--- src/isaPkg.sv ---
package isaPkg;

    localparam int dataWidth = 32;
    localparam int addrWidth = 9;
    localparam int memDepth = 512;
    localparam int regCount = 16;
    localparam int regSelWidth = $clog2(regCount);
    localparam int opWidth = 5;
    localparam int constWidth = dataWidth - opWidth - 2 * regSelWidth; // 19 bit immediate

    // Only these five opcodes are executed, anything else acts as halt
    typedef enum logic [opWidth-1:0] {
        opAddi = 5'b00011,
        opAndi = 5'b01011,
        opOri  = 5'b01010,
        opOut  = 5'b10111,
        opHalt = 5'b11011
    } opcode_e;

    // Instruction word layout, MSB first
    typedef struct packed {
        opcode_e                op; // Bits 31..27
        logic [regSelWidth-1:0] ra; // Destination, or source for out
        logic [regSelWidth-1:0] rb; // Source operand
        logic [constWidth-1:0]  c;  // Signed constant
    } instr_s;

endpackage

--- src/ctrlPkg.sv ---
package ctrlPkg;

    localparam int stepWidth = 3;
    localparam int busSrcWidth = 2;

    // Control steps of one instruction, stIdle between runs
    typedef enum logic [stepWidth-1:0] {
        stIdle,
        stT0,
        stT1,
        stT2,
        stT3,
        stT4,
        stT5
    } step_e;

    // Driver of the internal bus
    typedef enum logic [busSrcWidth-1:0] {
        srcPc,
        srcMdr,
        srcReg,
        srcZ
    } busSrc_e;

endpackage

--- src/busCtrlIf.sv ---
`timescale 1ns/1ps

interface busCtrlIf (
    input logic Clock,
    input logic rstN
);
    import isaPkg::*;
    import ctrlPkg::*;

    step_e   step;    // Current step, for checking only
    busSrc_e busSrc;
    logic    marIn;
    logic    mdrIn;
    logic    irIn;
    logic    yIn;
    logic    zIn;
    logic    pcIn;
    logic    pcClr;   // Start of a run
    logic    regIn;
    logic    outIn;
    logic    incPc;   // ALU adds one to the bus
    opcode_e aluOp;
    logic    regSelA; // ra instead of rb
    opcode_e irOp;    // Back from IR

    modport ctrl (
        output step, busSrc, marIn, mdrIn, irIn, yIn, zIn, pcIn, pcClr, regIn, outIn,
        output incPc, aluOp, regSelA,
        input  irOp
    );

    modport dp (
        input  busSrc, marIn, mdrIn, irIn, yIn, zIn, pcIn, pcClr, regIn, outIn,
        input  incPc, aluOp, regSelA,
        output irOp
    );

    // IR keeps its opcode until the instruction ends
    irOpHeld: assert property (@(posedge Clock) disable iff (!rstN)
        step inside {stT4, stT5} |-> $stable(irOp));

endinterface

--- src/controlSequencer.sv ---
`timescale 1ns/1ps

module controlSequencer (
    input  logic      Clock,
    input  logic      rstN,
    input  logic      start,
    output logic      busy,
    output logic      halted,
    busCtrlIf.ctrl    bus
);
    import isaPkg::*;
    import ctrlPkg::*;

    step_e step;
    logic  isImm; // addi, andi, ori
    logic  isOut;

    // Opcode decode, only meaningful from T3 on
    assign isImm = bus.irOp inside {opAddi, opAndi, opOri};
    assign isOut = bus.irOp == opOut;

    assign busy = step != stIdle;
    assign bus.step = step;

    always_ff @(posedge Clock or negedge rstN) begin
        if (!rstN) begin
            step   <= stIdle;
            halted <= 1'b0;
        end else begin
            case (step)
                stIdle: begin
                    if (start) begin
                        step   <= stT0;
                        halted <= 1'b0; // New run clears the last halt
                    end
                end
                stT0: step <= stT1;
                stT1: step <= stT2;
                stT2: step <= stT3;
                stT3: begin
                    if (isImm) begin
                        step <= stT4;
                    end else if (isOut) begin
                        step <= stT0; // out is done after T3
                    end else begin
                        step   <= stIdle; // halt and unknown opcodes
                        halted <= 1'b1;
                    end
                end
                stT4: step <= stT5;
                stT5: step <= stT0;
                default: step <= stIdle;
            endcase
        end
    end

    // Control strobes, one bus driver per step
    always_comb begin
        bus.busSrc  = srcZ;
        bus.marIn   = 1'b0;
        bus.mdrIn   = 1'b0;
        bus.irIn    = 1'b0;
        bus.yIn     = 1'b0;
        bus.zIn     = 1'b0;
        bus.pcIn    = 1'b0;
        bus.pcClr   = 1'b0;
        bus.regIn   = 1'b0;
        bus.outIn   = 1'b0;
        bus.incPc   = 1'b0;
        bus.regSelA = 1'b0;
        bus.aluOp   = bus.irOp;
        case (step)
            stIdle: bus.pcClr = start; // Run starts at address 0
            stT0: begin
                bus.busSrc = srcPc;
                bus.marIn  = 1'b1;
                bus.zIn    = 1'b1;
                bus.incPc  = 1'b1;
            end
            stT1: begin
                bus.busSrc = srcZ;
                bus.pcIn   = 1'b1;
                bus.mdrIn  = 1'b1;
            end
            stT2: begin
                bus.busSrc = srcMdr;
                bus.irIn   = 1'b1;
            end
            stT3: begin
                if (isImm) begin
                    bus.busSrc = srcReg; // rB into Y
                    bus.yIn    = 1'b1;
                end else if (isOut) begin
                    bus.busSrc  = srcReg; // rA to the port
                    bus.regSelA = 1'b1;
                    bus.outIn   = 1'b1;
                end
            end
            stT4: bus.zIn = 1'b1; // Y op C
            stT5: begin
                bus.busSrc  = srcZ;
                bus.regIn   = 1'b1;
                bus.regSelA = 1'b1;
            end
            default: ;
        endcase
    end

    // A start during a run leaves PC alone and the run goes on until halt
    startIgnored: assert property (@(posedge Clock) disable iff (!rstN)
        start && busy |-> !bus.pcClr ##1 (busy || halted));

    pcRegExclusive: assert property (@(posedge Clock) disable iff (!rstN)
        !(bus.pcIn && bus.regIn));

endmodule

--- src/flat_wrapper.sv ---
// flat-port wrapper written by rule: the top's interface ports become plain ports
module controlSequencer_flat import isaPkg::*; import ctrlPkg::*;
  (Clock, rstN, start, busy, halted, bus_step, bus_busSrc, bus_marIn, bus_mdrIn, bus_irIn, bus_yIn, bus_zIn, bus_pcIn, bus_pcClr, bus_regIn, bus_outIn, bus_incPc, bus_aluOp, bus_regSelA, bus_irOp);
  busCtrlIf bus_i (.Clock(Clock), .rstN(rstN));
  input  logic Clock;
  input  logic rstN;
  input  logic start;
  output logic busy;
  output logic halted;
  output wire logic [$bits(bus_i.step)-1:0] bus_step;
  output wire logic [$bits(bus_i.busSrc)-1:0] bus_busSrc;
  output wire logic [$bits(bus_i.marIn)-1:0] bus_marIn;
  output wire logic [$bits(bus_i.mdrIn)-1:0] bus_mdrIn;
  output wire logic [$bits(bus_i.irIn)-1:0] bus_irIn;
  output wire logic [$bits(bus_i.yIn)-1:0] bus_yIn;
  output wire logic [$bits(bus_i.zIn)-1:0] bus_zIn;
  output wire logic [$bits(bus_i.pcIn)-1:0] bus_pcIn;
  output wire logic [$bits(bus_i.pcClr)-1:0] bus_pcClr;
  output wire logic [$bits(bus_i.regIn)-1:0] bus_regIn;
  output wire logic [$bits(bus_i.outIn)-1:0] bus_outIn;
  output wire logic [$bits(bus_i.incPc)-1:0] bus_incPc;
  output wire logic [$bits(bus_i.aluOp)-1:0] bus_aluOp;
  output wire logic [$bits(bus_i.regSelA)-1:0] bus_regSelA;
  input wire logic [$bits(bus_i.irOp)-1:0] bus_irOp;
  assign bus_step = bus_i.step;
  assign bus_busSrc = bus_i.busSrc;
  assign bus_marIn = bus_i.marIn;
  assign bus_mdrIn = bus_i.mdrIn;
  assign bus_irIn = bus_i.irIn;
  assign bus_yIn = bus_i.yIn;
  assign bus_zIn = bus_i.zIn;
  assign bus_pcIn = bus_i.pcIn;
  assign bus_pcClr = bus_i.pcClr;
  assign bus_regIn = bus_i.regIn;
  assign bus_outIn = bus_i.outIn;
  assign bus_incPc = bus_i.incPc;
  assign bus_aluOp = bus_i.aluOp;
  assign bus_regSelA = bus_i.regSelA;
  assign bus_i.irOp = bus_irOp;
  controlSequencer u_core (.Clock(Clock), .rstN(rstN), .start(start), .busy(busy), .halted(halted), .bus(bus_i));
endmodule
--- config.mk ---
export PLATFORM = sky130hd
export DESIGN_NAME = controlSequencer_flat
export DESIGN_NICKNAME = d
export VERILOG_FILES = /design/src/isaPkg.sv /design/src/ctrlPkg.sv /design/src/busCtrlIf.sv /design/src/controlSequencer.sv /design/src/flat_wrapper.sv
export SDC_FILE = /design/constraint.sdc
export NUM_CORES = 1
export LEC_CHECK = 0
export CORE_AREA = 2 2 39 41
export CTS_CLUSTER_DIAMETER = 80
export DETAILED_ROUTE_END_ITERATION = 10
export DIE_AREA = 0 0 41 43
export DONT_BUFFER_PORTS = 1
export GPL_TIMING_DRIVEN = 1
export PLACE_DENSITY = 0.51
export SLEW_MARGIN = 20
export SYNTH_ARGS = -nofsm -noshare
export SYNTH_HDL_FRONTEND = slang
export SYNTH_SLANG_ARGS = --single-unit
--- constraint.sdc ---
create_clock -name Clock -period 1.49 [get_ports Clock]
set_clock_uncertainty 0.05 [all_clocks]
set_input_delay 0.149 -clock Clock [delete_from_list [all_inputs] [get_ports Clock]]
set_output_delay 0.149 -clock Clock [all_outputs]
set_load 0.02 [all_outputs]
* Yosys cells after proc, flatten, opt, wreduce, memory -nomap -nowiden
Index checks and enable logic that the tools add are counted.
W data, S select, Z words.
** Word-level totals
- Flip-flop bits (word level) :: 4
- Bits of input ports :: 8
- Output and inout bits :: 23
** Operators by class
- Eq/ne operators :: 13
- Mux-type cells :: 23
- Reduce and logical (&&, ||, !) cells :: 6
** Operator list (number)
- $pmux W3 S7 :: 1
- $mux W1 :: 16
- $eq A5 B4 Y1 const B :: 2
- $eq A3 B3 Y1 const B :: 3
- $eq A3 B2 Y1 const B :: 2
- $mux W3 :: 2
- $ne A2 B2 Y1 const B :: 3
- $pmux W2 S3 :: 1
- $reduce_bool A3 Y1 :: 2
- $eq A5 B2 Y1 const B :: 1
- $eq A5 B5 Y1 const B :: 1
- $pmux W1 S2 :: 2
- $reduce_and A4 Y1 :: 1
- $eq A3 B1 Y1 const B :: 1
- $logic_not A3 Y1 :: 1
- $mux W2 :: 1
- $reduce_bool A2 Y1 :: 1
- $reduce_or A2 Y1 :: 1

* Longest topological paths before layout
Gate-level depths: netlist of the first run.
- Depth in word-level cells :: 4
- Gate-level depth with buffers :: 4
- Gate-level depth less buffers :: 3

* Least setup slack after synthesis of the first run
Ideal clock, no wire load.
- Path type :: register to register
- Start point :: register u_core.step[0] (netlist: u_core.bus.step[0])
- End point :: register u_core.halted
- Setup time :: 0.136 ns
- Data arrival time :: 1.588 ns
- Path slack :: -0.284 ns
- Stages on the path, launching flop included :: 4
- Buffers on the path :: 0
- Period minus slack after synthesis :: 1.774 ns
- Cell sequence :: dfrtp_1 nor4b_1 a211o_1 a31oi_1
** On the way
- Longest elaborated chain between the ends :: 3
- Elaborated cells between the ends (all ways) :: 8
- Classes of those cells :: eq/ne (4); mux (1); reduce/logical (3)
** Ends and longest elaborated chain
- start: declaration :: RTL line controlSequencer.sv:14 : step_e step;
- start signal: assignment :: RTL line controlSequencer.sv:27 : step <= stIdle;
- start signal: assignment :: RTL line controlSequencer.sv:33 : step <= stT0;
- start signal: assignment :: RTL line controlSequencer.sv:37 : stT0: step <= stT1;
- $eq A3 B3 Y1 or $logic_not A3 Y1 (tied branches) :: RTL line controlSequencer.sv:30 : case (step)
- $ne A2 B2 Y1 (no line) or $reduce_bool A2 Y1 (tied branches)
- $reduce_and A4 Y1 (no line)
- end signal: assignment :: RTL line controlSequencer.sv:28 : halted <= 1'b0;
- end signal: assignment :: RTL line controlSequencer.sv:34 : halted <= 1'b0;
- end signal: assignment :: RTL line controlSequencer.sv:47 : halted <= 1'b1;
- end: declaration :: RTL line controlSequencer.sv:8 : output logic halted,
Several ways; a longest one is shown, not always the timed one.
A chain may end at the register's enable or synchronous reset.

* Final worst setup path of the first run
- Start point :: register u_core.step[0] (netlist: u_core.bus.step[0])
- End point :: output busy
** On the way
- Longest elaborated chain between the ends :: 1
** Ends and longest elaborated chain
- $reduce_bool A3 Y1 :: RTL line controlSequencer.sv:22 : assign busy = step != stIdle;
- end: declaration :: RTL line flat_wrapper.sv:8 : output logic busy;
No other way between the ends.

==> results of run 1 <==
## through the flow
| stage | setup slack, ns | hold slack [ns] | area (um^2) |
|---|---|---|---|
| after detailed placement | 0.1431 | -0.1965 | 436.7 |
| after floorplan | -0.002366 | -0.1966 | 401.6 |
| final | -0.02808 | 0.05356 | 570.5 |
| after CTS | -0.01729 | 0.08767 | 528.0 |
| after global placement | 0.1326 | -0.1965 | 436.7 |
| after global routing | -0.06695 | 0.06496 | 570.5 |
## flip-flops by register name, summed over array words and instances (netlist names)
signal           flops
u_core.halted        1
u_core.bus.step      3
## cell type report
cell class | instances | share of cell area, %
Clock buffer | 4 | 4.605
Inverter | 3 | 1.974
Multi-Input combinational cell | 28 | 43.86
Sequential cell | 4 | 18.20
Tap cell | 16 | 3.509
Timing Repair Buffer | 19 | 27.85
## timing repair
item,in CTS,in global routing
endpoints found under the setup margin,10,11
pin swaps,4,3
buffers inserted,2,3
hold endpoints to repair,5,0
resized for setup,8,4
hold buffers,2,0
gates cloned,0,0
## power by group through the flow
stage,Clock (uW),Sequential [uW],Combinational (uW)
finish,160,286,897
global route,173,295,963
CTS,151,285,805
detailed placement,0,270,717
global placement,0,267,715
floorplan,0,271,583
## metal layers
layer	share of wire, %	wire length (um)	track usage [%]	vias to the layer above
li1	-	-	-	178
met1	37	382	13.07	174
met2	52	540	18.13	24
met3	9.2	96	4.188	3
met4	2.0	21	6.000	0
met5	0	0	0	-
## cell usage after synthesis
cell,count,area share (%)
a211o_1,1,2.3
a21oi_1,2,2.6
a31oi_1,1,1.6
and3_2,1,2.0
buf_4,7,14
buf_6,2,5.9
dfrtp_1,4,26
inv_1,3,3.0
nand2_1,3,3.0
nand2b_1,2,3.3
nand4b_1,1,2.3
nor2_1,3,3.0
nor2b_1,1,1.6
nor3_1,1,1.3
nor3b_1,2,3.9
nor4_4,1,5.6
nor4b_1,1,2.3
o21ba_1,1,2.6
o2bb2ai_1,1,2.3
o31ai_1,2,3.9
or2_1,1,1.6
or3_1,1,1.6
or3_2,1,2.0
xor2_1,1,2.3
## cells in the final DEF (no fill, tap or decap), types with 2 or more instances in the layout
master	Yosys	final
clkbuf_4	0	3
dlygate4sd3_1	0	2
dfrtp_2	0	3
nand2_1	3	2
buf_6	2	3
inv_1	3	3
buf_4	7	14
a21oi_1	2	2
nand2b_1	2	2
nor2_1	3	2
o31ai_1	2	2
## final timing paths
kind,endpoint,cells after the start
setup / recovery,busy,1
hold / removal,u_core.bus.step[2],2
setup reg to reg,u_core.halted,4
hold reg to reg,u_core.bus.step[2],2
max in group asynchronous,u_core.bus.step[0],1
min in group asynchronous,u_core.bus.step[2],1
## kinds of logic after synthesis
family                 Yosys count
AO/OA/AOI/OAI                    8
XOR/XNOR                         1
buffers and inverters           12
flip-flops                       4
AND/OR/NAND/NOR                 19
==> flow_metrics.tcl, run 1 <==
set metrics [dict create \
    status "finished, violations left" \
    failed_checks "negative setup slack" \
    syn_area_um2 381.6 \
    grt_max_degree 11 \
    synth_compound_area_share_pct 15.41 \
    cp-end-kind "primary output" \
    leakagePower_uw 0.0002620 \
    synth_xor_area_share_pct 2.295 \
    clock_power_share_pct 11.9 \
    worstHoldStart "bus_irOp[1]" \
    r2r_setup_slack_ns 0.25 \
    place_inst 63 \
    core_area_um2 1384 \
    setup_slack_ns -0.02808 \
    clock_tree.buffer_depth 2 \
    synth_top_family_by_area "simple AND/OR/NAND/NOR gates" \
    clk_latency_ns 0.25 \
    ioPinCount 31 \
    cts-htree-levels 1 \
    drt-vias-per-instance 5.122 \
    ant_nets 0 \
    vias 379 \
    netSwitchingFraction_pct 50.89 \
    max_cap_viol_count 0 \
    multi_input_area_um2 250.2 \
    required_ns 1.29 \
    syn-num-nets 52 \
    cts_sinks 4 \
    grt_pass1_wl_um 1331 \
    place_hpwl_um 723.4 \
    switchingPower_uw 683.4 \
    path_max_fanout 10 \
    die_w_um 41 \
    port_buffers 0 \
    die_h_um 43 \
    final_util_pct 41.23 \
    drt-initial-drc-count 6 \
    fin_tns_setup_ns -0.06828 \
    r2r_start "u_core.bus.step[1]" \
    crit_type "register to primary output" \
    drive_gt1_share_pct 56.90 \
    seq_area_frac_synth_pct 26.23 \
    fillerInstances 146 \
    cpPeakStageDelay_ns 0.58 \
    ys_types 24 \
    grt_pass1_vias 317 \
    dieArea_um2 1763 \
    relSlewSlack_pct 70.67 \
    rsz0062_at_grt "yes" \
    area_growth_pct 49.51 \
    root_buffer "clkbuf_4" \
    cts_buffers 3 \
    stdcell_count 74 \
    cp_num_buf_inv 0 \
    ys_warn_count 0 \
    syn_inst 44 \
    period_needed_ns 1.518 \
    avgSynthCellArea_um2 8.673 \
    wl_um 1041 \
    path_cells "or3_2" \
    ys_ff_latch 4 \
    finalSetupViolations 6 \
    p_per_area_nw_per_um2 2354 \
    seq_area_um2 103.9 \
    nets 67 \
    slew_viol_final 0 \
    clk_pin_slew_ns 0.05 \
    max-vdd-ir-drop_v 0.0007568 \
    pwr-share-seq_pct 21.3 \
    firstDrtPassIters 4 \
    worstHoldPathType "primary input to register" \
    synth_fa_ha_area_share_pct 0 \
    cp_slowest_cell "or3_2" \
    combPwrFrac_pct 66.8 \
    wl_per_cell_um 14.07 \
    grt-ovfl-total 0 \
    hold_viol 0 \
    crit_arrival_ns 1.32 \
    antenna_found_initial 0 \
    yosys.area_share.simple_pct 33.44 \
    diodes 0 \
    fp-row-count 14 \
    initial_core_util_pct 27.58 \
    cp_top_family "simple AND/OR/NAND/NOR gates" \
    muxShareOfSynthArea_pct 0 \
    worstMarginPinSlew_ns 0.4362 \
    p_int_uw 659.6 \
    startpoint "u_core.bus.step[0]" \
    tritoncts "done" \
    route.detailed.drc 0 \
    p_total_uw 1343 \
    grtUsageTotal_pct 11.60 \
    fmax_mhz 658.7 \
    start_kind "register" \
    gp_congestion 0.6483 \
    fin_crit_sh_pct 101.9 \
]
No activity file was read; power rests on OpenSTA's default activity.
==> inputs of run 2 (changes only) <==
- PLACE_DENSITY: 0.51 -> not set
==> flow_metrics.tcl, run 2 (same netlist as run 1, synthesis figures left out) <==
set metrics [dict create \
    die_h_um 43 \
    relSlewSlack_pct 70.82 \
    clk_latency_ns 0.24 \
    worstMarginPinSlew_ns 0.4340 \
    die_w_um 41 \
    p_int_uw 622.3 \
    setup_slack_ns -0.006292 \
    rsz0062_at_grt "yes" \
    final_cell_mix "buf_4 (9), buf_6 (5), nand2_1 (3), clkbuf_4 (3), dfrtp_2 (3)" \
    leakagePower_uw 0.0002452 \
    dieArea_um2 1763 \
    placement.cell_area_um2 429.2 \
    max-vdd-ir-drop_v 0.0008866 \
    grt_pass1_vias 356 \
    drt-initial-drc-count 4 \
    worstSetupPathDepth 5 \
    clock_tree.buffer_depth 2 \
    top_register "u_core.bus.step" \
    path_cells "buf_2, buf_4, o21ba_1, a211o_1, a31oi_1" \
    final_common_cell "buf_4" \
    grt_pass1_wl_um 1393 \
    cts-htree-levels 1 \
    switchingPower_uw 647.7 \
    worstHoldPathType "primary input to register" \
    ioPinCount 31 \
    final_area_um2 546.8 \
    area_growth_pct 43.28 \
    netSwitchingFraction_pct 51.00 \
    p_per_area_nw_per_um2 2323 \
    max_cap_viol_count 0 \
    wl_um 1015 \
    fin_crit_sh_pct 100.4 \
    cp_slowest_cell "dfrtp_2" \
    hold_path_depth 2 \
    tritoncts "done" \
    initial_core_util_pct 27.58 \
    fillerInstances 151 \
    grt-ovfl-total 0 \
    port_buffers 0 \
    period_needed_ns 1.496 \
    clk_pin_slew_ns 0.04 \
    worstHoldStart "start" \
    fin_tns_setup_ns -0.006292 \
    crit_arrival_ns 1.59 \
    combPwrFrac_pct 67.5 \
    gp_congestion 0.6620 \
    startpoint "u_core.bus.step[0]" \
    cpPeakStageDelay_ns 0.47 \
    grt_max_degree 9 \
    fmax_mhz 668.3 \
    pwr-share-seq_pct 21.0 \
    hold_viol 0 \
    largest_register_ffs 3 \
    required_ns 1.59 \
    route.detailed.drc 0 \
    slew_viol_final 0 \
    largestRegisters "u_core.bus.step: 3 flops, u_core.halted: 1 flops" \
    core_area_um2 1384 \
    path_max_fanout 7 \
    fp-row-count 14 \
    cts_sinks 4 \
    worstRegToRegCells 5 \
    place_hpwl_um 660 \
    cts_buffers 3 \
    finalSetupViolations 1 \
    root_buffer "clkbuf_4" \
    r2r_start "u_core.bus.step[0]" \
    status "finished, violations left" \
    crit_type "register to register" \
    drive_gt1_share_pct 55.36 \
    antenna_found_initial 0 \
    vias 356 \
    nets 65 \
    grtUsageTotal_pct 12.45 \
    cp-end-kind "register" \
    clock_power_share_pct 11.5 \
    wl_per_cell_um 14.10 \
    start_kind "register" \
    cp_top_family "compound AO/OA/AOI/OAI gates" \
    ant_nets 0 \
    failed_checks "negative setup slack" \
    diodes 0 \
    drt-vias-per-instance 4.944 \
    cp_num_buf_inv 2 \
    firstDrtPassIters 4 \
]
## run 2: area by class of cell
| class | instances | area (um^2) | share of cell area [%] |
|---|---|---|---|
| Inverter | 3 | 11.26 | 2.059 |
| Tap cell | 16 | 20.02 | 3.661 |
| Clock buffer | 4 | 26.28 | 4.805 |
| Timing Repair Buffer | 17 | 148.9 | 27.23 |
| Sequential cell | 4 | 103.9 | 18.99 |
| Multi-Input combinational cell | 28 | 236.5 | 43.25 |
## run 2: what timing repair did
| item | in CTS | in global routing |
|---|---|---|
| resized for setup | 6 | 6 |
| setup buffers | 4 | 0 |
| setup endpoints to repair | 8 | 11 |
| hold buffers | 2 | 0 |
| pin swaps | 4 | 0 |
| cloned | 0 | 0 |
| hold endpoints to repair | 5 | 0 |
## run 2: power by group through the flow
stage | registers [uW] | clock network, uW | logic, uW
2_1_floorplan | 271 | 0 | 583
5_1_grt | 274 | 171 | 918
6_report | 267 | 147 | 857
4_1_cts | 258 | 156 | 821
3_5_place_dp | 272 | 0 | 684
3_3_place_gp | 268 | 0 | 681
## run 2: final timing paths
path                                       to  slack, ns
min in group asynchronous  u_core.bus.step[0]       0.14
hold reg to reg                 u_core.halted       0.64
hold / removal             u_core.bus.step[0]       0.08
setup / recovery                u_core.halted     -0.006
max in group asynchronous  u_core.bus.step[1]       1.05
setup reg to reg                u_core.halted     -0.006
## run 2: per-stage QoR
step | hold slack (ns) | power [uW] | instances | worst slack, ns | utilization (%)
finish | 0.07955 | 1270 | 72 | -0.006292 | 39.51
global placement | -0.1965 | 948.2 | 62 | 0.08769 | 31.01
global route | 0.08152 | 1362 | 72 | -0.08457 | 39.51
CTS | 0.07128 | 1235 | 72 | -0.01400 | 37.97
floorplan | -0.1966 | 854.6 | 44 | -0.002366 | -
detailed placement | -0.1965 | 955.5 | 62 | 0.05141 | 31.01
## run 2: metal layers
layer,track usage [%],up-vias,share of wire [%]
met5,0,-,0
met3,3.141,0,7.1
met1,12.54,171,40
li1,-,170,-
met2,19.06,15,52
met4,12.00,0,0
