File: src/isaPkg.sv
package isaPkg;

    localparam int dataWidth = 32;
    localparam int addrWidth = 9;
    localparam int memDepth = 512;
    localparam int regCount = 16;
    localparam int regSelWidth = $clog2(regCount);
    localparam int opWidth = 5;
    localparam int constWidth = dataWidth - opWidth - 2 * regSelWidth; // 19 bit immediate

    // Only these five opcodes are executed, anything else acts as halt
    typedef enum logic [opWidth-1:0] {
        opAddi = 5'b00011,
        opAndi = 5'b01011,
        opOri  = 5'b01010,
        opOut  = 5'b10111,
        opHalt = 5'b11011
    } opcode_e;

    // Instruction word layout, MSB first
    typedef struct packed {
        opcode_e                op; // Bits 31..27
        logic [regSelWidth-1:0] ra; // Destination, or source for out
        logic [regSelWidth-1:0] rb; // Source operand
        logic [constWidth-1:0]  c;  // Signed constant
    } instr_s;

endpackage

File: src/ctrlPkg.sv
package ctrlPkg;

    localparam int stepWidth = 3;
    localparam int busSrcWidth = 2;

    // Control steps of one instruction, stIdle between runs
    typedef enum logic [stepWidth-1:0] {
        stIdle,
        stT0,
        stT1,
        stT2,
        stT3,
        stT4,
        stT5
    } step_e;

    // Driver of the internal bus
    typedef enum logic [busSrcWidth-1:0] {
        srcPc,
        srcMdr,
        srcReg,
        srcZ
    } busSrc_e;

endpackage

File: src/busCtrlIf.sv
`timescale 1ns/1ps

interface busCtrlIf (
    input logic Clock,
    input logic rstN
);
    import isaPkg::*;
    import ctrlPkg::*;

    step_e   step;    // Current step, for checking only
    busSrc_e busSrc;
    logic    marIn;
    logic    mdrIn;
    logic    irIn;
    logic    yIn;
    logic    zIn;
    logic    pcIn;
    logic    pcClr;   // Start of a run
    logic    regIn;
    logic    outIn;
    logic    incPc;   // ALU adds one to the bus
    opcode_e aluOp;
    logic    regSelA; // ra instead of rb
    opcode_e irOp;    // Back from IR

    modport ctrl (
        output step, busSrc, marIn, mdrIn, irIn, yIn, zIn, pcIn, pcClr, regIn, outIn,
        output incPc, aluOp, regSelA,
        input  irOp
    );

    modport dp (
        input  busSrc, marIn, mdrIn, irIn, yIn, zIn, pcIn, pcClr, regIn, outIn,
        input  incPc, aluOp, regSelA,
        output irOp
    );

    // IR keeps its opcode until the instruction ends
    irOpHeld: assert property (@(posedge Clock) disable iff (!rstN)
        step inside {stT4, stT5} |-> $stable(irOp));

endinterface

File: src/busDatapath.sv
`timescale 1ns/1ps

module busDatapath (
    input  logic                         Clock,
    input  logic                         rstN,
    busCtrlIf.dp                         bus,
    output logic [isaPkg::addrWidth-1:0] memAddr,
    input  logic [isaPkg::dataWidth-1:0] memRdData,
    output logic [isaPkg::dataWidth-1:0] outData,
    output logic                         outValid
);
    import isaPkg::*;
    import ctrlPkg::*;

    logic [addrWidth-1:0]   pc;
    logic [addrWidth-1:0]   mar;
    logic [dataWidth-1:0]   mdr;
    instr_s                 ir;
    logic [dataWidth-1:0]   y;
    logic [dataWidth-1:0]   z;
    logic [dataWidth-1:0]   regFile [regCount];
    logic [regSelWidth-1:0] regSel;
    logic [dataWidth-1:0]   busData;
    logic [dataWidth-1:0]   constExt;
    logic [dataWidth-1:0]   aluResult;

    assign memAddr  = mar;
    assign bus.irOp = ir.op;
    assign regSel   = bus.regSelA ? ir.ra : ir.rb;
    assign constExt = {{(dataWidth - constWidth){ir.c[constWidth-1]}}, ir.c}; // Sign extend C

    // Bus multiplexer
    always_comb begin
        case (bus.busSrc)
            srcPc:   busData = {{(dataWidth - addrWidth){1'b0}}, pc};
            srcMdr:  busData = mdr;
            srcReg:  busData = regFile[regSel];
            default: busData = z;
        endcase
    end

    // ALU, PC increment during fetch
    always_comb begin
        if (bus.incPc) begin
            aluResult = busData + dataWidth'(1);
        end else begin
            case (bus.aluOp)
                opAndi:  aluResult = y & constExt;
                opOri:   aluResult = y | constExt;
                default: aluResult = y + constExt;
            endcase
        end
    end

    always_ff @(posedge Clock or negedge rstN) begin
        if (!rstN) begin
            pc       <= '0;
            mar      <= '0;
            mdr      <= '0;
            ir       <= '0;
            y        <= '0;
            z        <= '0;
            outData  <= '0;
            outValid <= 1'b0;
            for (int i = 0; i < regCount; i++) begin
                regFile[i] <= '0;
            end
        end else begin
            if (bus.pcClr) begin
                pc <= '0;
            end else if (bus.pcIn) begin
                pc <= busData[addrWidth-1:0];
            end
            if (bus.marIn) begin
                mar <= busData[addrWidth-1:0];
            end
            if (bus.mdrIn) begin
                mdr <= memRdData; // Word at MAR
            end
            if (bus.irIn) begin
                ir <= instr_s'(busData);
            end
            if (bus.yIn) begin
                y <= busData;
            end
            if (bus.zIn) begin
                z <= aluResult;
            end
            if (bus.regIn) begin
                regFile[regSel] <= busData;
            end
            if (bus.outIn) begin
                outData <= busData;
            end
            outValid <= bus.outIn; // One cycle pulse
        end
    end

    // Only immediate opcodes reach the ALU outside of fetch
    aluOpValid: assert property (@(posedge Clock) disable iff (!rstN)
        bus.zIn && !bus.incPc |-> bus.aluOp inside {opAddi, opAndi, opOri});

endmodule

File: src/flat_wrapper.sv
// flat-port wrapper written by rule: the top's interface ports become plain ports
module busDatapath_flat import isaPkg::*; import ctrlPkg::*;
  (Clock, rstN, memAddr, memRdData, outData, outValid, bus_busSrc, bus_marIn, bus_mdrIn, bus_irIn, bus_yIn, bus_zIn, bus_pcIn, bus_pcClr, bus_regIn, bus_outIn, bus_incPc, bus_aluOp, bus_regSelA, bus_irOp);
  busCtrlIf bus_i (.Clock(Clock), .rstN(rstN));
  input  logic Clock;
  input  logic rstN;
  output logic [isaPkg::addrWidth-1:0] memAddr;
  input  logic [isaPkg::dataWidth-1:0] memRdData;
  output logic [isaPkg::dataWidth-1:0] outData;
  output logic outValid;
  input wire logic [$bits(bus_i.busSrc)-1:0] bus_busSrc;
  input wire logic [$bits(bus_i.marIn)-1:0] bus_marIn;
  input wire logic [$bits(bus_i.mdrIn)-1:0] bus_mdrIn;
  input wire logic [$bits(bus_i.irIn)-1:0] bus_irIn;
  input wire logic [$bits(bus_i.yIn)-1:0] bus_yIn;
  input wire logic [$bits(bus_i.zIn)-1:0] bus_zIn;
  input wire logic [$bits(bus_i.pcIn)-1:0] bus_pcIn;
  input wire logic [$bits(bus_i.pcClr)-1:0] bus_pcClr;
  input wire logic [$bits(bus_i.regIn)-1:0] bus_regIn;
  input wire logic [$bits(bus_i.outIn)-1:0] bus_outIn;
  input wire logic [$bits(bus_i.incPc)-1:0] bus_incPc;
  input wire logic [$bits(bus_i.aluOp)-1:0] bus_aluOp;
  input wire logic [$bits(bus_i.regSelA)-1:0] bus_regSelA;
  output wire logic [$bits(bus_i.irOp)-1:0] bus_irOp;
  assign bus_i.busSrc = bus_busSrc;
  assign bus_i.marIn = bus_marIn;
  assign bus_i.mdrIn = bus_mdrIn;
  assign bus_i.irIn = bus_irIn;
  assign bus_i.yIn = bus_yIn;
  assign bus_i.zIn = bus_zIn;
  assign bus_i.pcIn = bus_pcIn;
  assign bus_i.pcClr = bus_pcClr;
  assign bus_i.regIn = bus_regIn;
  assign bus_i.outIn = bus_outIn;
  assign bus_i.incPc = bus_incPc;
  assign bus_i.aluOp = bus_aluOp;
  assign bus_i.regSelA = bus_regSelA;
  assign bus_irOp = bus_i.irOp;
  busDatapath u_core (.Clock(Clock), .rstN(rstN), .bus(bus_i), .memAddr(memAddr), .memRdData(memRdData), .outData(outData), .outValid(outValid));
endmodule
File: config.mk
export PLATFORM = sky130hd
export DESIGN_NAME = busDatapath_flat
export DESIGN_NICKNAME = d
export VERILOG_FILES = /design/src/isaPkg.sv /design/src/ctrlPkg.sv /design/src/busCtrlIf.sv /design/src/busDatapath.sv /design/src/flat_wrapper.sv
export SDC_FILE = /design/constraint.sdc
export NUM_CORES = 1
export LEC_CHECK = 0
export BUFFER_PORTS_ARGS = -buffer_cell sky130_fd_sc_hd__buf_2
export CAP_MARGIN = 25
export CELL_PAD_IN_SITES_DETAIL_PLACEMENT = 2
export CELL_PAD_IN_SITES_GLOBAL_PLACEMENT = 2
export CORE_UTILIZATION = 39
export CTS_BUF_LIST = sky130_fd_sc_hd__clkbuf_8
export CTS_CLUSTER_SIZE = 10
export DETAILED_ROUTE_END_ITERATION = 12
export GPL_ROUTABILITY_DRIVEN = 0
export GPL_TIMING_DRIVEN = 0
export PLACE_DENSITY_LB_ADDON = 0.1
export SLEW_MARGIN = 0
export SYNTH_ARGS = -nofsm -noshare
export SYNTH_HDL_FRONTEND = slang
export SYNTH_SLANG_ARGS = --single-unit
File: constraint.sdc
create_clock -name Clock -period 9.9 [get_ports Clock]
set_input_delay 0.99 -clock Clock [delete_from_list [all_inputs] [get_ports Clock]]
set_output_delay 0.99 -clock Clock [all_outputs]
set_load 0.02 [all_outputs]
# Word level (Yosys, flattened, before mapping)
# Cells that the tools add are included.
[totals]
mem_bits_rw = 0
mem_count = 0
in_bits = 52
out_inout_bits = 47
ff_bits = 691
elab_cells = 53
romBits = 0
latchBits = 0
[op_classes]
n_eq_ne = 4
addsub = 2
magnitude_cmp = 2
shift = 0
reduce_logical = 3
n_div = 0
multipliers = 0
bitwise_logic = 3
muxes = 12
[op_table]
columns = ["op", "n"]
rows = [
  ["512-bit bitwise mux", 1],
  ["32-bit binary-select mux with 4-bit select", 1],
  ["32-bit demux with 4-bit select", 1],
  ["32-bit 2-to-1 mux", 4],
  ["32-bit case mux with 3 select lines", 1],
  ["32-bit case mux with 2 select lines", 1],
  ["32-bit by 1-bit adder with 32-bit output (second input constant)", 1],
  ["32-bit adder", 1],
  ["32-bit AND", 1],
  ["32-bit bitwise OR", 1],
  ["9-bit 2-to-1 mux", 2],
  ["5-bit by 4-bit == test with 1-bit output (second input constant)", 2],
  ["5-bit greater-or-equal comparator (second input constant)", 1],
  ["5-bit by 1-bit less-than comparator with 1-bit output (second input constant)", 1],
  ["4-bit NOT with 5-bit output", 1],
  ["4-bit 2-to-1 mux", 1],
  ["2-bit by 1-bit == test with 1-bit output (second input constant)", 1],
  ["2-bit == test (second input constant)", 1],
  ["2-bit zero test", 1],
  ["2-bit nonzero test", 1],
  ["1-bit logical AND", 1],
]

# Longest topological paths before layout
# Gate-level depths: netlist of run 1.
[depth]
word_depth = 8
mapped_depth = 19
depth_no_buf = 13

# Worst setup path after synthesis of run 1
# No wires, ideal clock.
[synth_timing]
path_type = "input to register"
start = "input port bus_regSelA"
end = "register u_core.z[16]"
n_path_buf = 7
path_slack_ps = 5265
setup_ps = 119
cell_stages = 19
required_time_ps = 9781
arrival_time_ps = 4516
cell_sequence = "buf_4 buf_6 nand3b_4 buf_6 buf_2 buf_4 a21oi_1 o41ai_1 nand4_1 o21a_1 clkbuf_1 inv_1 ha_1 or4b_1 clkbuf_1 or3_1 or3_1 a31oi_1 nor2_1"
[synth_between]
elab_chain_len = 8
[synth_lines]
columns = ["element", "line", "rtl"]
rows = [
  ["start: declaration", "flat_wrapper.sv:23", "input wire logic [$bits(bus_i.regSelA)-1:0] bus_regSelA;"],
  ["4-bit 2-to-1 mux", "busDatapath.sv:29", "assign regSel = bus.regSelA ? ir.ra : ir.rb;"],
  ["4-bit NOT with 5-bit output (not written as such)", "busDatapath.sv:37", "srcReg: busData = regFile[regSel];"],
  ["32-bit binary-select mux with 4-bit select", "busDatapath.sv:37", ""],
  ["32-bit 2-to-1 mux (not written as such) (2 in a row)", "busDatapath.sv:37", ""],
  ["32-bit case mux with 3 select lines", "busDatapath.sv:34", "case (bus.busSrc)"],
  ["named net u_core.busData[0]", "busDatapath.sv:23", "logic [dataWidth-1:0] busData;"],
  ["32-bit by 1-bit adder with 32-bit output", "busDatapath.sv:45", "aluResult = busData + dataWidth'(1);"],
  ["32-bit 2-to-1 mux", "busDatapath.sv:44", "if (bus.incPc) begin"],
  ["end signal: assignment", "busDatapath.sv:87", "z <= aluResult;"],
  ["end: declaration", "busDatapath.sv:20", "logic [dataWidth-1:0] z;"],
]
# The timed path passes the listed nets, and every way through them passes these cells. The select of a mux whose other input is x is not followed.
# A chain may end at the register's enable or synchronous reset.

# Worst setup path after layout of run 1
[layout_timing]
start = "register u_core.ir[24] in the netlist's numbering"
end = "register u_core.z[24]"
[layout_between]
elab_chain_len = 8
[layout_lines]
columns = ["element", "line", "rtl"]
rows = [
  ["start: declaration", "busDatapath.sv:18", "instr_s ir;"],
  ["start signal: assignment", "busDatapath.sv:81", "ir <= instr_s'(busData);"],
  ["4-bit 2-to-1 mux", "busDatapath.sv:29", ""],
  ["4-bit NOT with 5-bit output (not written as such)", "busDatapath.sv:37", ""],
  ["32-bit binary-select mux with 4-bit select", "busDatapath.sv:37", ""],
  ["32-bit 2-to-1 mux (not written as such) (2 in a row)", "busDatapath.sv:37", ""],
  ["32-bit case mux with 3 select lines", "busDatapath.sv:34", ""],
  ["named net u_core.busData[1]", "busDatapath.sv:23", ""],
  ["32-bit by 1-bit adder with 32-bit output", "busDatapath.sv:45", ""],
  ["32-bit 2-to-1 mux", "busDatapath.sv:44", ""],
]
# The timed path passes the listed nets, and every way through them passes these cells. The select of a mux whose other input is x is not followed.

==> impl_metrics.tcl, run 1 <==
set metrics [dict create \
    vias 31300 \
    io_buffers 87 \
    placed_cells 4881 \
    cts_buffer_depth 3 \
    regArea_um2 17300 \
    synth_seq_area_share_pct 51.6 \
    drv_cap 0 \
    die_w_um 295 \
    critical_path_arrival_ns 7.49 \
    reg2reg_depth 18 \
    placed_cell_area_um2 35700 \
    wire_per_inst_um 31.1 \
    yosysWarnings 0 \
    n_fill_cell 9345 \
    r2r_setup_slack_ns 3.14 \
    synth_nets 3756 \
    multi_input_area_um2 14400 \
    grt_pass1_wl_um 234000 \
    cts-hold-fix-buffers 0 \
    synth_edf_count 0 \
    synth.mux.area_fraction_pct 5.30 \
    crit_path_end_kind "flop" \
    synthFlopType "dfrtp_1" \
    critPathKind "reg -> reg" \
    layout-drive-gt1-share_pct 11.4 \
    cts_resized 0 \
    rsz0062_at_grt "no" \
    grt.overflow.total 0 \
    drt_iter0_drc 2478 \
    antenna_found_initial 9 \
    synthSimpleGateAreaFrac_pct 13.0 \
    drt-total-wl_um 159000 \
    num_rows 107 \
    die_area_um2 87100 \
    syn-cell-area_um2 33500 \
    hp-class "in -> async" \
    area_growth_pct 14.3 \
    synth_top_family_by_area "compound AO/OA/AOI/OAI gates" \
    critPathMaxStageDelay_ns 0.79 \
    synthDistinctLibCells 77 \
    power.total_uw 11700 \
    cts_tree "yes" \
    syn_area_per_cell_um2 9.21 \
    drc 0 \
    finish.instance_area_um2 38300 \
    path_clk_slew_ns 0.06 \
    start_util_pct 39.4 \
    cts-root-buf "clkbuf_8" \
    peakVddDrop_mv 0.148 \
    pre_cts_ws_ns 2.76 \
    p_leak_uw 0.0173 \
    postRouteAntennaNets 0 \
    r2r_start "u_core.ir[24]" \
    maxSlewViolCount 0 \
    max_slew_margin_pct 20.2 \
    cp.required_ns 10.63 \
    numCtsBuffers 131 \
    path_cells "buf_4 > nand3_2 > buf_2 > buf_2 > buf_2 > a21oi_1 > o41ai_1 > nand4_1 > o21a_1 > clkbuf_1 > inv_1 > ha_1 > or4b_1 > clkbuf_1 > nor3_2 > nand4b_1 > xnor2_1 > a211oi_1" \
    power_density_nw_per_um2 307 \
    grt_pass1_vias 34400 \
    synth-async-reset-ratio_pct 100 \
    outcome "finished clean" \
    synthAdderAreaFrac_pct 2.49 \
    ioPinCount 99 \
    ys_seq_elements 691 \
    grt_usage_pct 37.0 \
    viasPerCell 6.12 \
    fin_ws_ns 3.14 \
    r2r_end "u_core.z[24]" \
    grt_max_degree 110 \
    synth-xor-area-share_pct 1.25 \
    fin_crit_ns 6.76 \
    setup_viol 0 \
    instances_no_fill 5114 \
    cts_max_level 4 \
    post_cts_buffers 0 \
    clock.fmax_mhz 148 \
    synth-compound-area-share_pct 21.0 \
    crit_fanout 10 \
    mostFrequentLayoutCells "691 x dfrtp_1, 676 x nand2_1, 576 x o21ai_0" \
    clock_skew_ns 0.0364 \
    cp-start-kind "flop" \
    core_area_um2 85100 \
    drtPass1Iterations 8 \
    finalHoldViolations 0 \
    tightest_slew_ns 1.20 \
    postSynthCellCount 3638 \
    cts_sinks 691 \
    dieHeight_um 295 \
    layout.cells.most_common "dfrtp_1" \
    clkLatencyLatePin_ns 0.84 \
    final.period_utilization_pct 68.3 \
    cp_common_cell "buf_2" \
    fin_nets 3989 \
    dpl.hpwl_um 115000 \
    cp_slowest_cell "o41ai_1" \
]
==> cell families after synthesis <==
family / after synthesis
compound gates: 1234
xor+xnor: 48
fa+ha+maj: 66
buf+inv: 429
flops: 691
mux: 143
simple gates: 1027
==> report_power, final <==
group | total [uW] | internal [uW] | switching (uW)
Sequential | 4650 | 3920 | 729
Clock | 2920 | 1580 | 1340
Combinational | 4180 | 1320 | 2860
==> how the worst max path moves through the flow <==
stage | start | to | depth (start not counted)
floorplan | bus_regSelA | u_core.z[16] | 19
global placement | rstN | u_core.regFile[347] | 1
detailed placement | bus_regSelA | u_core.z[24] | 18
CTS | u_core.ir[24] | u_core.z[24] | 18
global route | u_core.ir[24] | u_core.z[24] | 18
finish | u_core.ir[24] | u_core.z[24] | 18
==> per-layer routing <==
layer | global-route usage, % | part of all wire, % | vias up
met5 | 0 | 0.060 | -
met4 | 18.9 | 5.3 | 14
met3 | 7.00 | 6.1 | 395
met2 | 58.6 | 46 | 1109
met1 | 48.3 | 43 | 16700
li1 | - | - | 13100
==> sequential cells by signal, summed over array words and instances (netlist names) <==
signal	cells
u_core.outData	32
u_core.regFile	512
u_core.constExt	19
u_core.memAddr	9
u_core.mdr	32
u_core.bus.irOp	5
u_core.pc	9
u_core.ir	8
u_core.z	32
u_core.y	32
u_core.outValid	1
==> area by class of cell <==
class,instances,area share [%]
multi-input cells,2518,37.6
well taps,1144,3.73
diodes,2,0.0131
inverters,97,0.950
clock buffers,169,6.07
flip-flops and latches,691,45.1
plain buffers,332,3.78
clock inverters,61,0.875
repair buffers,100,1.82
==> synthesized netlist by cell type (7+ instances only) <==
library cell  instances  share of area [%]
o211ai_1              9               0.20
o22a_1                7               0.18
o41ai_1              20               0.52
nand3_1              38               0.57
dfrtp_1             691                 52
a21o_1               82                1.8
clkbuf_1            241                2.7
a211oi_1             27               0.60
nor3_1               10               0.15
xor2_1               11               0.29
nand2_1             676                7.6
mux2i_1              66                2.0
a222oi_1              7               0.21
mux4_2               22                1.5
nor2_1              183                2.0
buf_6                 7               0.24
or4_1                15               0.34
inv_1                97                1.1
ha_1                 65                2.4
nor4_1               16               0.30
a221oi_1              9               0.24
buf_2                33               0.49
a22oi_1              12               0.27
nand2b_1             11               0.21
o221ai_1              8               0.21
and2_1                7               0.13
mux2_2               55                1.8
o22ai_1              37               0.69
xnor2_1              37               0.97
o2111ai_1            23               0.60
a31oi_1              19               0.35
buf_1                22               0.25
nand4_1              20               0.37
o21ai_0             576                8.6
or3_1                 7               0.13
a21oi_1             351                5.2
buf_4                29               0.65
nor2b_1               8               0.15
o21a_1                8               0.18
==> worst max-delay path: cells and delay by family, from the launching register on <==
kind / cells / cell delay [ns]
flops: 1 / 0.36
buf+inv: 7 / 2.25
compound gates: 4 / 1.63
simple gates: 5 / 1.97
xor+xnor: 1 / 0.22
fa+ha+maj: 1 / 0.22
==> stage by stage <==
step | utilization (%) | setup TNS (ns) | hold WS, ns
finish | 45.0 | 0 | 0.147
global route | 45.0 | 0 | 0.168
CTS | 45.0 | 0 | 0.140
detailed placement | 41.9 | 0 | 0.470
global placement | 41.6 | -4610.55 | 0.457
floorplan | - | 0 | 0.445
Power figures use the tool's default switching activity.
==> inputs of run 2 (changes only) <==
Settings changed: ABC_AREA from default to 1, CORE_UTILIZATION 39 to 35.
Clock period 9.9 ns to 6.1 ns, I/O delays scaled along.
==> impl_metrics.tcl, run 2 <==
set metrics [dict create \
    outcome "finished, violations left" \
    violations "setup timing" \
    pre_cts_ws_ns 0.130 \
    maxSlewViolCount 0 \
    crit_fanout 10 \
    core_area_um2 101000 \
    cp_top_family "simple AND/OR/NAND/NOR gates" \
    clock.fmax_mhz 163 \
    synth_nets 4944 \
    postRouteAntennaNets 0 \
    die_w_um 322 \
    tightest_slew_ns 1.20 \
    ioPinCount 99 \
    io_buffers 95 \
    largest_reg_flops 512 \
    combPwrFrac_pct 36.2 \
    grt_pass1_vias 39400 \
    setup_viol 1 \
    cp_slowest_cell "clkbuf_1" \
    wire_per_inst_um 29.9 \
    grt.overflow.total 0 \
    vias 36900 \
    clock_skew_ns 0.0517 \
    grt_pass1_wl_um 283000 \
    cp-start-kind "flop" \
    fin_ws_ns -0.0260 \
    synth_seq_area_share_pct 48.3 \
    drt_iter0_drc 3388 \
    cp_common_cell "nand2_1" \
    whs_path_depth 3 \
    critPathMaxStageDelay_ns 0.74 \
    path_cells "inv_1 > nand2_1 > nand2_2 > buf_6 > nand2_1 > nor2_1 > nor2_1 > nand2_1 > nand2_1 > nand3_1 > nor2_1 > nor2_1 > nor2_1 > clkbuf_1 > ha_1 > nand3_1 > nor2_2 > nand2_2 > nor2_4 > nand2_2 > a21oi_1 > o21ai_1 > nand2_1 > nand2_1" \
    cp.required_ns 6.85 \
    final.period_utilization_pct 100 \
    dieHeight_um 322 \
    yosysWarnings 0 \
    synthDistinctLibCells 49 \
    synthTopCellsByCount "1691 x nand2_1, 822 x o21ai_0, 691 x dfrtp_1" \
    critPathKind "reg -> reg" \
    ys_seq_elements 691 \
    synth_edf_count 0 \
    antenna_found_initial 22 \
    synthFlopType "dfrtp_1" \
    num_rows 116 \
    p_clk_share_pct 25.9 \
    cts_sinks 691 \
    cts-root-buf "clkbuf_8" \
    cts_buffer_depth 3 \
    critPathBufInv 3 \
    path_clk_slew_ns 0.07 \
    cts_tree "yes" \
    netlist.area_leader.share_pct 48.3 \
    syn-cell-area_um2 35800 \
    cp.depth 24 \
    max_slew_margin_pct 20.0 \
    power.internal_uw 10800 \
    rsz0062_at_grt "no" \
    drtPass1Iterations 5 \
    postSynthCellCount 4826 \
    switching_share_pct 43.4 \
    drt-total-wl_um 197000 \
    p_sw_uw 8250 \
    syn_area_per_cell_um2 7.41 \
    reg2reg_depth 24 \
    holdWs_ns 0.0501 \
    cts_max_level 4 \
    clkLatencyLatePin_ns 0.90 \
    power_density_nw_per_um2 455 \
    hp-class "in -> reg" \
    seq_power_share_pct 37.9 \
    layout.cells.most_common "nand2_1" \
    start_util_pct 35.5 \
    placed_cells 6312 \
    post_cts_buffers 0 \
    synth_top_area_cell "dfrtp_1" \
    n_fill_cell 11900 \
    final_util_pct 41.5 \
    synth_area_leaders "dfrtp_1 48%, nand2_1 18%, o21ai_0 11%, inv_1 5.0%, nor2_1 3.1%" \
    drv_cap 0 \
    setup_tns_ns -0.0260 \
    p_leak_uw 0.0203 \
    peakVddDrop_mv 0.203 \
    instances_no_fill 6593 \
    synth.most_common_cell "nand2_1" \
    layout-drive-gt1-share_pct 9.29 \
    crit_path_end_kind "flop" \
    numCtsBuffers 135 \
    grt_usage_pct 38.4 \
    die_area_um2 104000 \
    fin_crit_ns 6.13 \
    grt_max_degree 111 \
    drc 0 \
    finalHoldViolations 0 \
    critical_path_arrival_ns 6.87 \
    fin_nets 5245 \
    viasPerCell 5.60 \
    area_growth_pct 16.8 \
    synth-async-reset-ratio_pct 100 \
    mostFrequentLayoutCells "1691 x nand2_1, 822 x o21ai_0, 691 x dfrtp_1" \
    largest_register "u_core.regFile" \
    dpl.hpwl_um 143000 \
]
run 2: cell count changes after synthesis, moves of 80 or more:
cell,previous run,this run
nor2_1,183,296
o21ai_0,576,822
a21o_1,82,2
inv_1,97,479
nand2_1,676,1691
a21oi_1,351,117
run 2: timing repair:
action / CTS / global route
hold buffers: 33 / 0
gates resized for setup: 0 / 0
hold endpoints to repair: 243 / 0
run 2: logic make-up (layout without fill, tap and decap cells):
kind of cell	count (synthesis)	in the layout	share of synthesized area [%]
adder cells (fa/ha/maj)	66	66	2.33
other	0	7	0
flip-flops	691	691	48.3
AND/OR/NAND/NOR	2178	2178	24.1
XOR/XNOR	10	10	0.245
buffers and inverters	800	1203	8.99
AO/OA/AOI/OAI	1067	1067	15.6
multiplexers	14	14	0.441
run 2: layout make-up:
cell class | count | area (um^2) | area share (%)
diodes | 7 | 17.5 | 0.0419
plain buffers | 299 | 1330 | 3.19
clock buffers | 169 | 2330 | 5.57
clock inverters | 70 | 437 | 1.05
inverters | 501 | 1890 | 4.51
multi-input cells | 3335 | 15300 | 36.6
flip-flops and latches | 691 | 17300 | 41.4
well taps | 1357 | 1700 | 4.06
repair buffers | 164 | 1500 | 3.59
run 2: per-stage QoR:
| step | instance area [um^2] | power, uW |
|---|---|---|
| after floorplan | 35800 | 10600 |
| after global routing | 41800 | 19900 |
| after detailed placement | 38600 | 13800 |
| after CTS | 41700 | 18800 |
| after global placement | 38000 | 13300 |
| final | 41800 | 19000 |
run 2: worst register-to-register path, delay by kind of cell, from the launching register on:
kind	cells	cell delay [ns]
simple gates	18	3.76
flops	1	0.60
buf+inv	3	1.06
compound gates	2	0.22
fa+ha+maj	1	0.35
run 2: path summary, 6_finish.rpt:
kind                                       endpoint  slack (ns)                from
worst min register to register   u_core.regFile[56]        0.48  u_core.regFile[56]
min in group asynchronous       u_core.regFile[281]        0.11                rstN
worst min-delay path                  u_core.mdr[4]        0.05        memRdData[4]
max in group asynchronous            u_core.mdr[16]        4.20                rstN
worst max register to register         u_core.z[18]       -0.03       u_core.ir[23]
worst max-delay path                   u_core.z[18]       -0.03       u_core.ir[23]
run 2: metal layers:
layer  global-route usage (%)  share of wire (%)  up-vias
met2                     60.5                 45     1416
met5                        0              0.068        -
met4                     22.6                6.3       20
met1                     49.2                 42    19100
li1                         -                  -    15900
met3                     7.27                6.8      494
run 2: power by group through the flow:
stage | registers (uW) | clock network [uW] | logic [uW]
after floorplan | 6940 | 0 | 3670
after global placement | 7150 | 0 | 6180
after detailed placement | 7220 | 0 | 6590
after CTS | 7170 | 4970 | 6700
after global routing | 7350 | 5150 | 7420
final | 7210 | 4920 | 6870
